`src/hdl/rv_defs.svh`:
```
`ifndef RV_DEFS_SVH
`define RV_DEFS_SVH

`define XLEN        32
`define REG_IDX_W   5
`define EXC_W       4

// trap causes as in mcause
`define EXC_IAM     4'd0
`define EXC_II      4'd2
`define EXC_BP      4'd3
`define EXC_EC      4'd11
`define EXC_NONE    4'd15

// register byte offsets
`define AXI_ADDR_W      5
`define ADDR_INST       5'h00
`define ADDR_RS1        5'h04
`define ADDR_RS2        5'h08
`define ADDR_PC         5'h0C
`define ADDR_RD_VALUE   5'h10
`define ADDR_NEXT_PC    5'h14
`define ADDR_STATUS     5'h18

`endif

```
`src/hdl/rv_pkg.sv`:
```
`include "rv_defs.svh"

package rv_pkg;

    // major opcode, inst[6:2]
    typedef enum logic [4:0] {
        opc_op_imm = 5'b00100,
        opc_auipc  = 5'b00101,
        opc_op_reg = 5'b01100,
        opc_lui    = 5'b01101,
        opc_branch = 5'b11000,
        opc_jalr   = 5'b11001,
        opc_jal    = 5'b11011,
        opc_system = 5'b11100
    } opcode_e;

    typedef enum logic [3:0] {
        alu_add,
        alu_sub,
        alu_sll,
        alu_slt,
        alu_sltu,
        alu_xor,
        alu_srl,
        alu_sra,
        alu_or,
        alu_and,
        alu_pass_b,  // lui
        alu_add_pc   // auipc
    } alu_op_e;

    typedef enum logic [3:0] {
        br_none,
        br_beq,
        br_bne,
        br_blt,
        br_bge,
        br_bltu,
        br_bgeu,
        br_jal,
        br_jalr
    } branch_op_e;

    typedef struct packed {
        logic                   valid;
        alu_op_e                alu_op;
        branch_op_e             branch_op;
        logic                   use_imm;
        logic [`XLEN-1:0]       imm;
        logic [`REG_IDX_W-1:0]  rd;
        logic                   we;
        logic [`EXC_W-1:0]      exccode;
        logic [`XLEN-1:0]       rs1_val;  // operands ride along with the instruction
        logic [`XLEN-1:0]       rs2_val;
        logic [`XLEN-1:0]       pc;
    } decode_info_t;

    typedef struct packed {
        logic                   valid;
        logic [`XLEN-1:0]       rd_value;
        logic [`XLEN-1:0]       next_pc;
        logic [`REG_IDX_W-1:0]  rd;
        logic                   we;
        logic                   taken;
        logic [`EXC_W-1:0]      exccode;
    } exec_result_t;

endpackage

```
`src/hdl/rv_axil_regs.sv`:
```
`timescale 1ns/1ps
`include "rv_defs.svh"

module rv_axil_regs import rv_pkg::*; (
    input  logic                    clk,
    input  logic                    reset,
    input  logic [`AXI_ADDR_W-1:0]  s_awaddr,
    input  logic                    s_awvalid,
    output logic                    s_awready,
    input  logic [`XLEN-1:0]        s_wdata,
    input  logic [`XLEN/8-1:0]      s_wstrb,
    input  logic                    s_wvalid,
    output logic                    s_wready,
    output logic [1:0]              s_bresp,
    output logic                    s_bvalid,
    input  logic                    s_bready,
    input  logic [`AXI_ADDR_W-1:0]  s_araddr,
    input  logic                    s_arvalid,
    output logic                    s_arready,
    output logic [`XLEN-1:0]        s_rdata,
    output logic [1:0]              s_rresp,
    output logic                    s_rvalid,
    input  logic                    s_rready,
    output decode_info_t            launch,
    output logic [`XLEN-1:0]        inst,
    input  exec_result_t            result,
    input  logic [7:0]              done_count
);

    logic                wr_ready;
    logic                wr_fire;
    logic                ar_fire;
    logic                inst_go;
    logic                launch_go;
    logic [`XLEN-1:0]    strb_mask;
    logic [`XLEN-1:0]    rs1_q, rs2_q, pc_q;
    logic [`XLEN-1:0]    status;
    logic [`XLEN-1:0]    rd_mux;

    function automatic logic [`XLEN-1:0] merge(input logic [`XLEN-1:0] old);
        return (old & ~strb_mask) | (s_wdata & strb_mask);
    endfunction

    always_comb begin
        for (int i = 0; i < `XLEN/8; i++)
            strb_mask[8*i +: 8] = {8{s_wstrb[i]}};
    end

    assign s_awready = wr_ready;
    assign s_wready  = wr_ready;
    assign s_bresp   = 2'b00;
    assign s_rresp   = 2'b00;
    assign wr_fire   = wr_ready && s_awvalid && s_wvalid;
    assign ar_fire   = s_arvalid && s_arready;

    always_ff @(posedge clk) begin
        if (reset) begin
            wr_ready  <= 1'b0;
            s_bvalid  <= 1'b0;
            inst_go   <= 1'b0;
            launch_go <= 1'b0;
            rs1_q     <= '0;
            rs2_q     <= '0;
            pc_q      <= '0;
            inst      <= '0;
        end else begin
            // one-cycle ready, held off while a response is pending
            wr_ready  <= s_awvalid && s_wvalid && !wr_ready && !s_bvalid;
            inst_go   <= wr_fire && s_awaddr == `ADDR_INST;
            launch_go <= inst_go;
            if (wr_fire)
                s_bvalid <= 1'b1;
            else if (s_bready)
                s_bvalid <= 1'b0;
            if (wr_fire) begin
                case (s_awaddr)
                    `ADDR_INST: inst  <= merge(inst);
                    `ADDR_RS1:  rs1_q <= merge(rs1_q);
                    `ADDR_RS2:  rs2_q <= merge(rs2_q);
                    `ADDR_PC:   pc_q  <= merge(pc_q);
                    default:    ;  // read-only or unmapped
                endcase
            end
        end
    end

    always_comb begin
        launch         = '0;
        launch.valid   = launch_go;
        launch.rs1_val = rs1_q;
        launch.rs2_val = rs2_q;
        launch.pc      = pc_q;
    end

    assign status = {8'd0, done_count, 3'd0, result.rd, 2'd0,
                     result.taken, result.we, result.exccode};

    always_comb begin
        case (s_araddr)
            `ADDR_RD_VALUE: rd_mux = result.rd_value;
            `ADDR_NEXT_PC:  rd_mux = result.next_pc;
            `ADDR_STATUS:   rd_mux = status;
            default:        rd_mux = '0;
        endcase
    end

    always_ff @(posedge clk) begin
        if (reset) begin
            s_arready <= 1'b0;
            s_rvalid  <= 1'b0;
        end else begin
            if (ar_fire)
                s_rvalid <= 1'b1;
            else if (s_rready)
                s_rvalid <= 1'b0;
            s_arready <= !ar_fire && !(s_rvalid && !s_rready);
        end
    end

    always_ff @(posedge clk) begin
        if (ar_fire)
            s_rdata <= rd_mux;
    end

    a_bvalid_hold: assert property (@(posedge clk) disable iff (reset)
        s_bvalid && !s_bready |=> s_bvalid);

endmodule

```
`src/hdl/rv_decode.sv`:
```
`timescale 1ns/1ps
`include "rv_defs.svh"

module rv_decode import rv_pkg::*; (
    input  logic              clk,
    input  logic              reset,
    input  logic [`XLEN-1:0]  inst,
    input  decode_info_t      launch,
    output decode_info_t      dec
);

    opcode_e                op;
    logic [2:0]             funct3;
    logic [6:0]             funct7;
    logic                   low_ok;
    logic                   f7_zero;
    logic                   f7_alt;
    logic                   f7_ok;
    logic                   is_lui, is_auipc, is_jal, is_jalr;
    logic                   is_branch, is_op_imm, is_op_reg;
    logic                   sys_zero, is_ecall, is_ebreak, legal;
    logic [`XLEN-1:0]       i_imm, b_imm, u_imm, j_imm, imm_sel;
    logic [`REG_IDX_W-1:0]  rd_m;
    logic [`EXC_W-1:0]      exc;
    alu_op_e                alu_fn;
    branch_op_e             br_fn;
    decode_info_t           nxt;

    assign op      = opcode_e'(inst[6:2]);
    assign funct3  = inst[14:12];
    assign funct7  = inst[31:25];
    assign low_ok  = inst[1:0] == 2'b11;  // 16-bit encodings are not supported
    assign f7_zero = funct7 == 7'h00;
    assign f7_alt  = funct7 == 7'h20;
    // 0x20 only for sub and the arithmetic shifts
    assign f7_ok   = f7_zero ||
                     (f7_alt && (funct3 == 3'b101 || (op == opc_op_reg && funct3 == 3'b000)));

    assign is_lui    = low_ok && op == opc_lui;
    assign is_auipc  = low_ok && op == opc_auipc;
    assign is_jal    = low_ok && op == opc_jal;
    assign is_jalr   = low_ok && op == opc_jalr && funct3 == 3'b000;
    assign is_branch = low_ok && op == opc_branch && br_fn != br_none;
    assign is_op_imm = low_ok && op == opc_op_imm && (funct3[1:0] != 2'b01 || f7_ok);
    assign is_op_reg = low_ok && op == opc_op_reg && f7_ok;
    assign sys_zero  = low_ok && op == opc_system && f7_zero && inst[19:7] == 13'h0;
    assign is_ecall  = sys_zero && inst[24:20] == 5'd0;
    assign is_ebreak = sys_zero && inst[24:20] == 5'd1;

    // loads, stores, fence and csr ops all fall out as illegal
    assign legal = is_lui || is_auipc || is_jal || is_jalr || is_branch ||
                   is_op_imm || is_op_reg || is_ecall || is_ebreak;

    always_comb begin
        case (funct3)
            3'b000:  alu_fn = (op == opc_op_reg && f7_alt) ? alu_sub : alu_add;
            3'b001:  alu_fn = alu_sll;
            3'b010:  alu_fn = alu_slt;
            3'b011:  alu_fn = alu_sltu;
            3'b100:  alu_fn = alu_xor;
            3'b101:  alu_fn = f7_alt ? alu_sra : alu_srl;
            3'b110:  alu_fn = alu_or;
            default: alu_fn = alu_and;
        endcase
    end

    always_comb begin
        case (funct3)
            3'b000:  br_fn = br_beq;
            3'b001:  br_fn = br_bne;
            3'b100:  br_fn = br_blt;
            3'b101:  br_fn = br_bge;
            3'b110:  br_fn = br_bltu;
            3'b111:  br_fn = br_bgeu;
            default: br_fn = br_none;
        endcase
    end

    assign i_imm = {{20{inst[31]}}, inst[31:20]};
    assign b_imm = {{20{inst[31]}}, inst[7], inst[30:25], inst[11:8], 1'b0};
    assign u_imm = {inst[31:12], 12'h000};
    assign j_imm = {{12{inst[31]}}, inst[19:12], inst[20], inst[30:21], 1'b0};

    assign imm_sel = (is_lui || is_auipc) ? u_imm :
                     is_jal               ? j_imm :
                     is_branch            ? b_imm : i_imm;

    // branches and system ops have no destination
    assign rd_m = (is_lui || is_auipc || is_jal || is_jalr || is_op_imm || is_op_reg) ?
                  inst[11:7] : '0;

    assign exc = launch.pc[1:0] != 2'b00 ? `EXC_IAM :
                 !legal                  ? `EXC_II  :
                 is_ecall                ? `EXC_EC  :
                 is_ebreak               ? `EXC_BP  : `EXC_NONE;

    always_comb begin
        nxt.valid     = launch.valid;
        nxt.rs1_val   = launch.rs1_val;
        nxt.rs2_val   = launch.rs2_val;
        nxt.pc        = launch.pc;
        nxt.rd        = rd_m;
        nxt.exccode   = exc;
        nxt.we        = rd_m != '0 && exc == `EXC_NONE;
        nxt.use_imm   = !is_op_reg || exc != `EXC_NONE;
        nxt.imm       = exc == `EXC_NONE ? imm_sel : '0;
        nxt.alu_op    = exc != `EXC_NONE            ? alu_pass_b :
                        is_auipc                    ? alu_add_pc :
                        (is_op_imm || is_op_reg)    ? alu_fn     : alu_pass_b;
        nxt.branch_op = exc != `EXC_NONE ? br_none :
                        is_jal           ? br_jal  :
                        is_jalr          ? br_jalr :
                        is_branch        ? br_fn   : br_none;
    end

    always_ff @(posedge clk) begin
        if (reset)
            dec.valid <= 1'b0;
        else
            dec <= nxt;
    end

    // a clean decode hits one class only
    a_one_class: assert property (@(posedge clk) disable iff (reset)
        launch.valid |-> nxt.exccode != `EXC_NONE ||
            $onehot({is_lui, is_auipc, is_jal, is_jalr, is_branch,
                     is_op_imm, is_op_reg, is_ecall, is_ebreak}));

endmodule

```
`src/hdl/rv_execute.sv`:
```
`timescale 1ns/1ps
`include "rv_defs.svh"

module rv_execute import rv_pkg::*; (
    input  logic          clk,
    input  logic          reset,
    input  decode_info_t  dec,
    output exec_result_t  res
);

    logic [`XLEN-1:0]  op_b;
    logic [4:0]        shamt;
    logic [`XLEN-1:0]  alu_y;
    logic [`XLEN-1:0]  pc_plus4;
    logic [`XLEN-1:0]  jalr_sum;
    logic              taken;
    logic              has_exc;
    logic              is_link;
    exec_result_t      nxt;

    assign op_b  = dec.use_imm ? dec.imm : dec.rs2_val;
    assign shamt = op_b[4:0];

    always_comb begin
        case (dec.alu_op)
            alu_add:    alu_y = dec.rs1_val + op_b;
            alu_sub:    alu_y = dec.rs1_val - op_b;
            alu_sll:    alu_y = dec.rs1_val << shamt;
            alu_slt:    alu_y = {31'd0, $signed(dec.rs1_val) < $signed(op_b)};
            alu_sltu:   alu_y = {31'd0, dec.rs1_val < op_b};
            alu_xor:    alu_y = dec.rs1_val ^ op_b;
            alu_srl:    alu_y = dec.rs1_val >> shamt;
            alu_sra:    alu_y = $signed(dec.rs1_val) >>> shamt;
            alu_or:     alu_y = dec.rs1_val | op_b;
            alu_and:    alu_y = dec.rs1_val & op_b;
            alu_add_pc: alu_y = dec.pc + op_b;
            default:    alu_y = op_b;  // pass_b
        endcase
    end

    always_comb begin
        case (dec.branch_op)
            br_beq:           taken = dec.rs1_val == dec.rs2_val;
            br_bne:           taken = dec.rs1_val != dec.rs2_val;
            br_blt:           taken = $signed(dec.rs1_val) < $signed(dec.rs2_val);
            br_bge:           taken = $signed(dec.rs1_val) >= $signed(dec.rs2_val);
            br_bltu:          taken = dec.rs1_val < dec.rs2_val;
            br_bgeu:          taken = dec.rs1_val >= dec.rs2_val;
            br_jal, br_jalr:  taken = 1'b1;
            default:          taken = 1'b0;
        endcase
    end

    assign has_exc  = dec.exccode != `EXC_NONE;
    assign is_link  = dec.branch_op == br_jal || dec.branch_op == br_jalr;
    assign pc_plus4 = dec.pc + 'd4;
    assign jalr_sum = dec.rs1_val + dec.imm;

    always_comb begin
        nxt.valid    = dec.valid;
        nxt.rd       = dec.rd;
        nxt.we       = dec.we;
        nxt.taken    = taken;
        nxt.exccode  = dec.exccode;
        // trapping instruction stays at its own pc
        nxt.next_pc  = has_exc                   ? dec.pc :
                       dec.branch_op == br_jalr  ? {jalr_sum[`XLEN-1:1], 1'b0} :
                       taken                     ? dec.pc + dec.imm : pc_plus4;
        nxt.rd_value = has_exc ? '0 : is_link ? pc_plus4 : alu_y;
    end

    always_ff @(posedge clk) begin
        if (reset)
            res.valid <= 1'b0;
        else
            res <= nxt;
    end

endmodule

```
`src/hdl/rv_result.sv`:
```
`timescale 1ns/1ps
`include "rv_defs.svh"

module rv_result import rv_pkg::*; (
    input  logic          clk,
    input  logic          reset,
    input  exec_result_t  res,
    output exec_result_t  result,
    output logic [7:0]    done_count
);

    always_ff @(posedge clk) begin
        if (reset) begin
            result         <= '0;
            result.exccode <= `EXC_NONE;
            done_count     <= 8'd0;
        end else if (res.valid) begin
            result     <= res;
            done_count <= done_count + 8'd1;  // wraps at 256
        end
    end

    a_count_on_valid: assert property (@(posedge clk) disable iff (reset)
        done_count != $past(done_count) |-> $past(res.valid));

endmodule

```
`src/hdl/rv_exec_top.sv`:
```
`timescale 1ns/1ps
`include "rv_defs.svh"

module rv_exec_top import rv_pkg::*; (
    input  logic                    clk,
    input  logic                    reset,
    input  logic [`AXI_ADDR_W-1:0]  s_awaddr,
    input  logic                    s_awvalid,
    output logic                    s_awready,
    input  logic [`XLEN-1:0]        s_wdata,
    input  logic [`XLEN/8-1:0]      s_wstrb,
    input  logic                    s_wvalid,
    output logic                    s_wready,
    output logic [1:0]              s_bresp,
    output logic                    s_bvalid,
    input  logic                    s_bready,
    input  logic [`AXI_ADDR_W-1:0]  s_araddr,
    input  logic                    s_arvalid,
    output logic                    s_arready,
    output logic [`XLEN-1:0]        s_rdata,
    output logic [1:0]              s_rresp,
    output logic                    s_rvalid,
    input  logic                    s_rready
);

    decode_info_t      launch;
    decode_info_t      dec;
    exec_result_t      res;
    exec_result_t      result;
    logic [`XLEN-1:0]  inst;
    logic [7:0]        done_count;

    rv_axil_regs u_regs (
        .clk        (clk),
        .reset      (reset),
        .s_awaddr   (s_awaddr),
        .s_awvalid  (s_awvalid),
        .s_awready  (s_awready),
        .s_wdata    (s_wdata),
        .s_wstrb    (s_wstrb),
        .s_wvalid   (s_wvalid),
        .s_wready   (s_wready),
        .s_bresp    (s_bresp),
        .s_bvalid   (s_bvalid),
        .s_bready   (s_bready),
        .s_araddr   (s_araddr),
        .s_arvalid  (s_arvalid),
        .s_arready  (s_arready),
        .s_rdata    (s_rdata),
        .s_rresp    (s_rresp),
        .s_rvalid   (s_rvalid),
        .s_rready   (s_rready),
        .launch     (launch),
        .inst       (inst),
        .result     (result),
        .done_count (done_count)
    );

    rv_decode u_decode (
        .clk    (clk),
        .reset  (reset),
        .inst   (inst),
        .launch (launch),
        .dec    (dec)
    );

    rv_execute u_execute (
        .clk   (clk),
        .reset (reset),
        .dec   (dec),
        .res   (res)
    );

    rv_result u_result (
        .clk        (clk),
        .reset      (reset),
        .res        (res),
        .result     (result),
        .done_count (done_count)
    );

endmodule

```
`config.mk`:
```
export PLATFORM = sky130hd
export DESIGN_NAME = rv_exec_top
export DESIGN_NICKNAME = d
export VERILOG_FILES = /design/src/hdl/rv_pkg.sv /design/src/hdl/rv_axil_regs.sv /design/src/hdl/rv_decode.sv /design/src/hdl/rv_execute.sv /design/src/hdl/rv_result.sv /design/src/hdl/rv_exec_top.sv
export VERILOG_INCLUDE_DIRS = /design/src /design/src/hdl
export SDC_FILE = /design/constraint.sdc
export NUM_CORES = 2
export LEC_CHECK = 0
export BUFFER_PORTS_ARGS = -buffer_cell sky130_fd_sc_hd__buf_4
export CORE_ASPECT_RATIO = 1.1
export CORE_MARGIN = 2
export CORE_UTILIZATION = 50
export DETAILED_ROUTE_END_ITERATION = 10
export PLACE_DENSITY = 0.77
export SYNTH_ARGS = -nofsm -noshare
export SYNTH_HDL_FRONTEND = slang
export SYNTH_SLANG_ARGS = --single-unit
```
`constraint.sdc`:
```
create_clock -name clk -period 5.5 [get_ports clk]
set_input_delay 0.55 -clock clk [delete_from_list [all_inputs] [get_ports clk]]
set_output_delay 0.55 -clock clk [all_outputs]
set_load 0.02 [all_outputs]
```
==> flow_metrics.tcl <==
set metrics [dict create \
    dp.cells 4545 \
    yosysUniqueCellTypes 92 \
    cp_num_buf_inv 1 \
    clk_path_buf_depth 3 \
    async_flop_share_pct 0 \
    die_area_um2 67400 \
    critPathLaunchType "flip-flop" \
    muxShareOfSynthArea_pct 9.67 \
    hold_end "u_regs.inst_go$_SDFF_PP0_" \
    r2r-end "u_execute.res[64]$_SDFFCE_PP0N_" \
    grt_antenna_before_repair 3 \
    remaining_drc_errors 0 \
    fillers 5751 \
    synth-edff-count 254 \
    numPortBuffers 89 \
    synth_seq_cells 473 \
    finalNonFillerCells 4640 \
    synth-compound-area-share_pct 19.1 \
    syn_area_per_cell_um2 8.77 \
    coreArea_um2 64900 \
    placed_area_um2 34300 \
    synth_xor_area_share_pct 3.62 \
    routed_wl_mm 124 \
    routed-via-count 30418 \
    multi_input_area_um2 19300 \
    final_util_pct 55.4 \
    syn_inst 3724 \
    io_pins 94 \
    rr_worst_depth 13 \
    arrival_ps 5180 \
    cts_resized 0 \
    setup-violations-final 0 \
    leakagePower_nw 14.0 \
    dpl_worst_slack_ps 859 \
    cts_tree "yes" \
    ir_drop_mv 0.293 \
    worstSetupEndpointType "flip-flop" \
    dieWidth_um 248 \
    yosys.area_share.simple_pct 17.1 \
    whs_ps 148 \
    die-height_um 272 \
    h-tree-depth 2 \
    final_nets 4034 \
    area_delta_synth_final_pct 10.0 \
    drt_iter0_markers 4480 \
    r2r-start "u_decode.dec[138]$_DFFE_PN_" \
    track_usage_pct 36.3 \
    crit_chain "buf_4 -> mux2i_4 -> ha_1 -> or2_2 -> a221oi_1 -> o21ai_0 -> a21oi_1 -> o21bai_1 -> a211oi_1 -> o21ai_0 -> nor4b_1 -> a2111oi_0 -> o21ai_0" \
    grt_overflow 0 \
    setup_slack_ps 656 \
    status "completed" \
    fp-row-count 98 \
    cap_viol_max_count 0 \
    initial_core_util_pct 50.3 \
    cp_max_fo 13 \
    final_cell_area_um2 35900 \
    avgRoutedWirePerCell_um 26.7 \
    critPathMostFrequentCell "o21ai_0" \
    rsz0062_at_grt "no" \
    min_path_type "primary input to flip-flop" \
    cpPeakStageDelay_ps 770 \
    slew_viol_final 0 \
    yosys_warnings 0 \
    powerDensity_nw_per_um2 240 \
    clk_pin_slew_worst_paths_ps 60 \
    finalCritPeriodShare_pct 88.1 \
    power_mw 8.63 \
    synth_area_um2 32700 \
    ys.flop_type "edfxtp_1" \
    cp.required_ps 5840 \
    synth_top_family_by_area "compound AO/OA/AOI/OAI gates" \
    seq_area_frac_synth_pct 36.8 \
    min_delay_path_depth 2 \
    grt_pass1_wl_mm 181 \
    drtAntennaViolNets 0 \
    cp_slowest_cell "a2111oi_0" \
    dp_hpwl_mm 93.0 \
    skew_ps 17.6 \
    worst_slew_pin_slew_ps 1180 \
    routed_via_density 6.56 \
    slew_headroom_pct 21.4 \
    post_cts_buffers 0 \
    cts_root_buf "clkbuf_16" \
    cts_inserted_buffers 48 \
    crit_family "compound AO/OA/AOI/OAI gates" \
    synthAdderAreaFrac_pct 9.13 \
    r2r_slack_ps 660 \
    drive_above_1_share_pct 9.48 \
    drt-pass1-iter-count 7 \
    setup_tns_ps 0 \
    critical_path_class "flip-flop to flip-flop" \
    ctsHoldBuffers 0 \
    finalHoldViolations 0 \
    worstSkewPairLatency_ps 610 \
    ff_latch_area_um2 12000 \
    timing.fmax_ghz 0.206 \
    place.gp.congestion 1.07 \
    fin_crit_ps 4840 \
    grt_max_degree 108 \
    grt_pass1_vias 28650 \
    cts.sinks 473 \
    min_from "s_awaddr[2]" \
]
## cell type report
class                           instances  area share [%]
Sequential cell                       473            33.4
Tap cell                              850            2.96
Antenna cell                            5          0.0348
Multi-Input combinational cell       2893            53.6
Clock buffer                           69            3.88
Inverter                              147            1.55
Timing Repair Buffer                  182            3.88
Clock inverter                         21           0.689
## layer usage
metal	vias to the layer above	wire length, µm	track usage [%]
met5	-	23	0
met4	4	11300	27.5
met3	515	12200	6.71
met2	1914	54000	55.2
met1	14268	46200	45.6
li1	13717	-	-
## where the power goes
| group | total (mW) | switching [mW] | internal, mW |
|---|---|---|---|
| Sequential | 3.89 | 0.104 | 3.79 |
| Combinational | 1.36 | 0.887 | 0.468 |
| Clock | 3.38 | 1.45 | 1.93 |
| Total | 8.63 | 2.44 | 6.19 |
## synthesized netlist by cell type (24+ instances only)
cell      number  area (µm²)
nand2b_1      32         200
xor2_1        54         473
a211oi_1      40         300
nor2b_1       24         150
o22ai_1       29         181
dfxtp_1      219        4380
and3_1        42         263
ha_1         232        2900
xnor2_1       81         709
edfxtp_1     254        7630
nor2_1       282        1060
a21o_1        45         338
buf_1         24        90.1
mux2i_1      224        2240
mux2_2        33         372
clkbuf_1     149         559
a31oi_1       32         200
nand3_1      196         981
nor3_1        52         260
o211ai_1      36         270
nand2_1      452        1700
o21ai_0      209        1050
o21bai_1      24         180
nand4_1       35         219
a21oi_1      391        1960
inv_1        142         533
## logic make-up after synthesis
kind of cell,count (synthesis)
fa+ha+maj,236
buf+inv,361
simple gates,1223
other cells,1
compound gates,1013
mux,282
xor+xnor,135
flops,473
## cells in the final DEF (no fill, tap or decap), drive strengths merged, types with 13 or more instances in the layout
cell	synthesis	layout
nand2	453	453
a21oi	392	392
nor2	283	283
edfxtp	254	254
ha	232	232
mux2i	227	227
o21ai	221	221
dfxtp	219	219
nand3	196	196
buf	65	182
inv	146	149
xnor2	81	81
clkbuf	149	69
nor3	56	56
xor2	54	54
a21o	45	45
and3	42	42
a211oi	40	40
o211ai	36	36
nand4	35	35
mux2	33	33
nand2b	32	32
a31oi	32	32
o22ai	29	29
a221oi	25	25
nor2b	24	24
o21bai	24	24
nor4	23	23
a22oi	23	23
o221ai	22	22
mux4	22	22
or3	20	20
o21a	15	15
and2	15	15
clkinv	1	13
## how the worst max path moves through the flow
stage | slack [ps] | end | depth (start not counted) | start
2_1_floorplan | 870 | u_decode.dec[0]$_DFFE_PN_ | 2 | reset
3_3_place_gp | 870 | u_execute.res[64]$_SDFFCE_PP0N_ | 13 | u_decode.dec[138]$_DFFE_PN_
3_5_place_dp | 860 | u_execute.res[64]$_SDFFCE_PP0N_ | 13 | u_decode.dec[138]$_DFFE_PN_
4_1_cts | 840 | u_execute.res[64]$_SDFFCE_PP0N_ | 13 | u_decode.dec[138]$_DFFE_PN_
5_1_grt | 420 | u_execute.res[73]$_SDFFCE_PP0N_ | 17 | u_decode.dec[146]$_SDFFCE_PP1N_
6_report | 660 | u_execute.res[64]$_SDFFCE_PP0N_ | 13 | u_decode.dec[138]$_DFFE_PN_
Note: power is estimated with default switching activity, not from simulation.
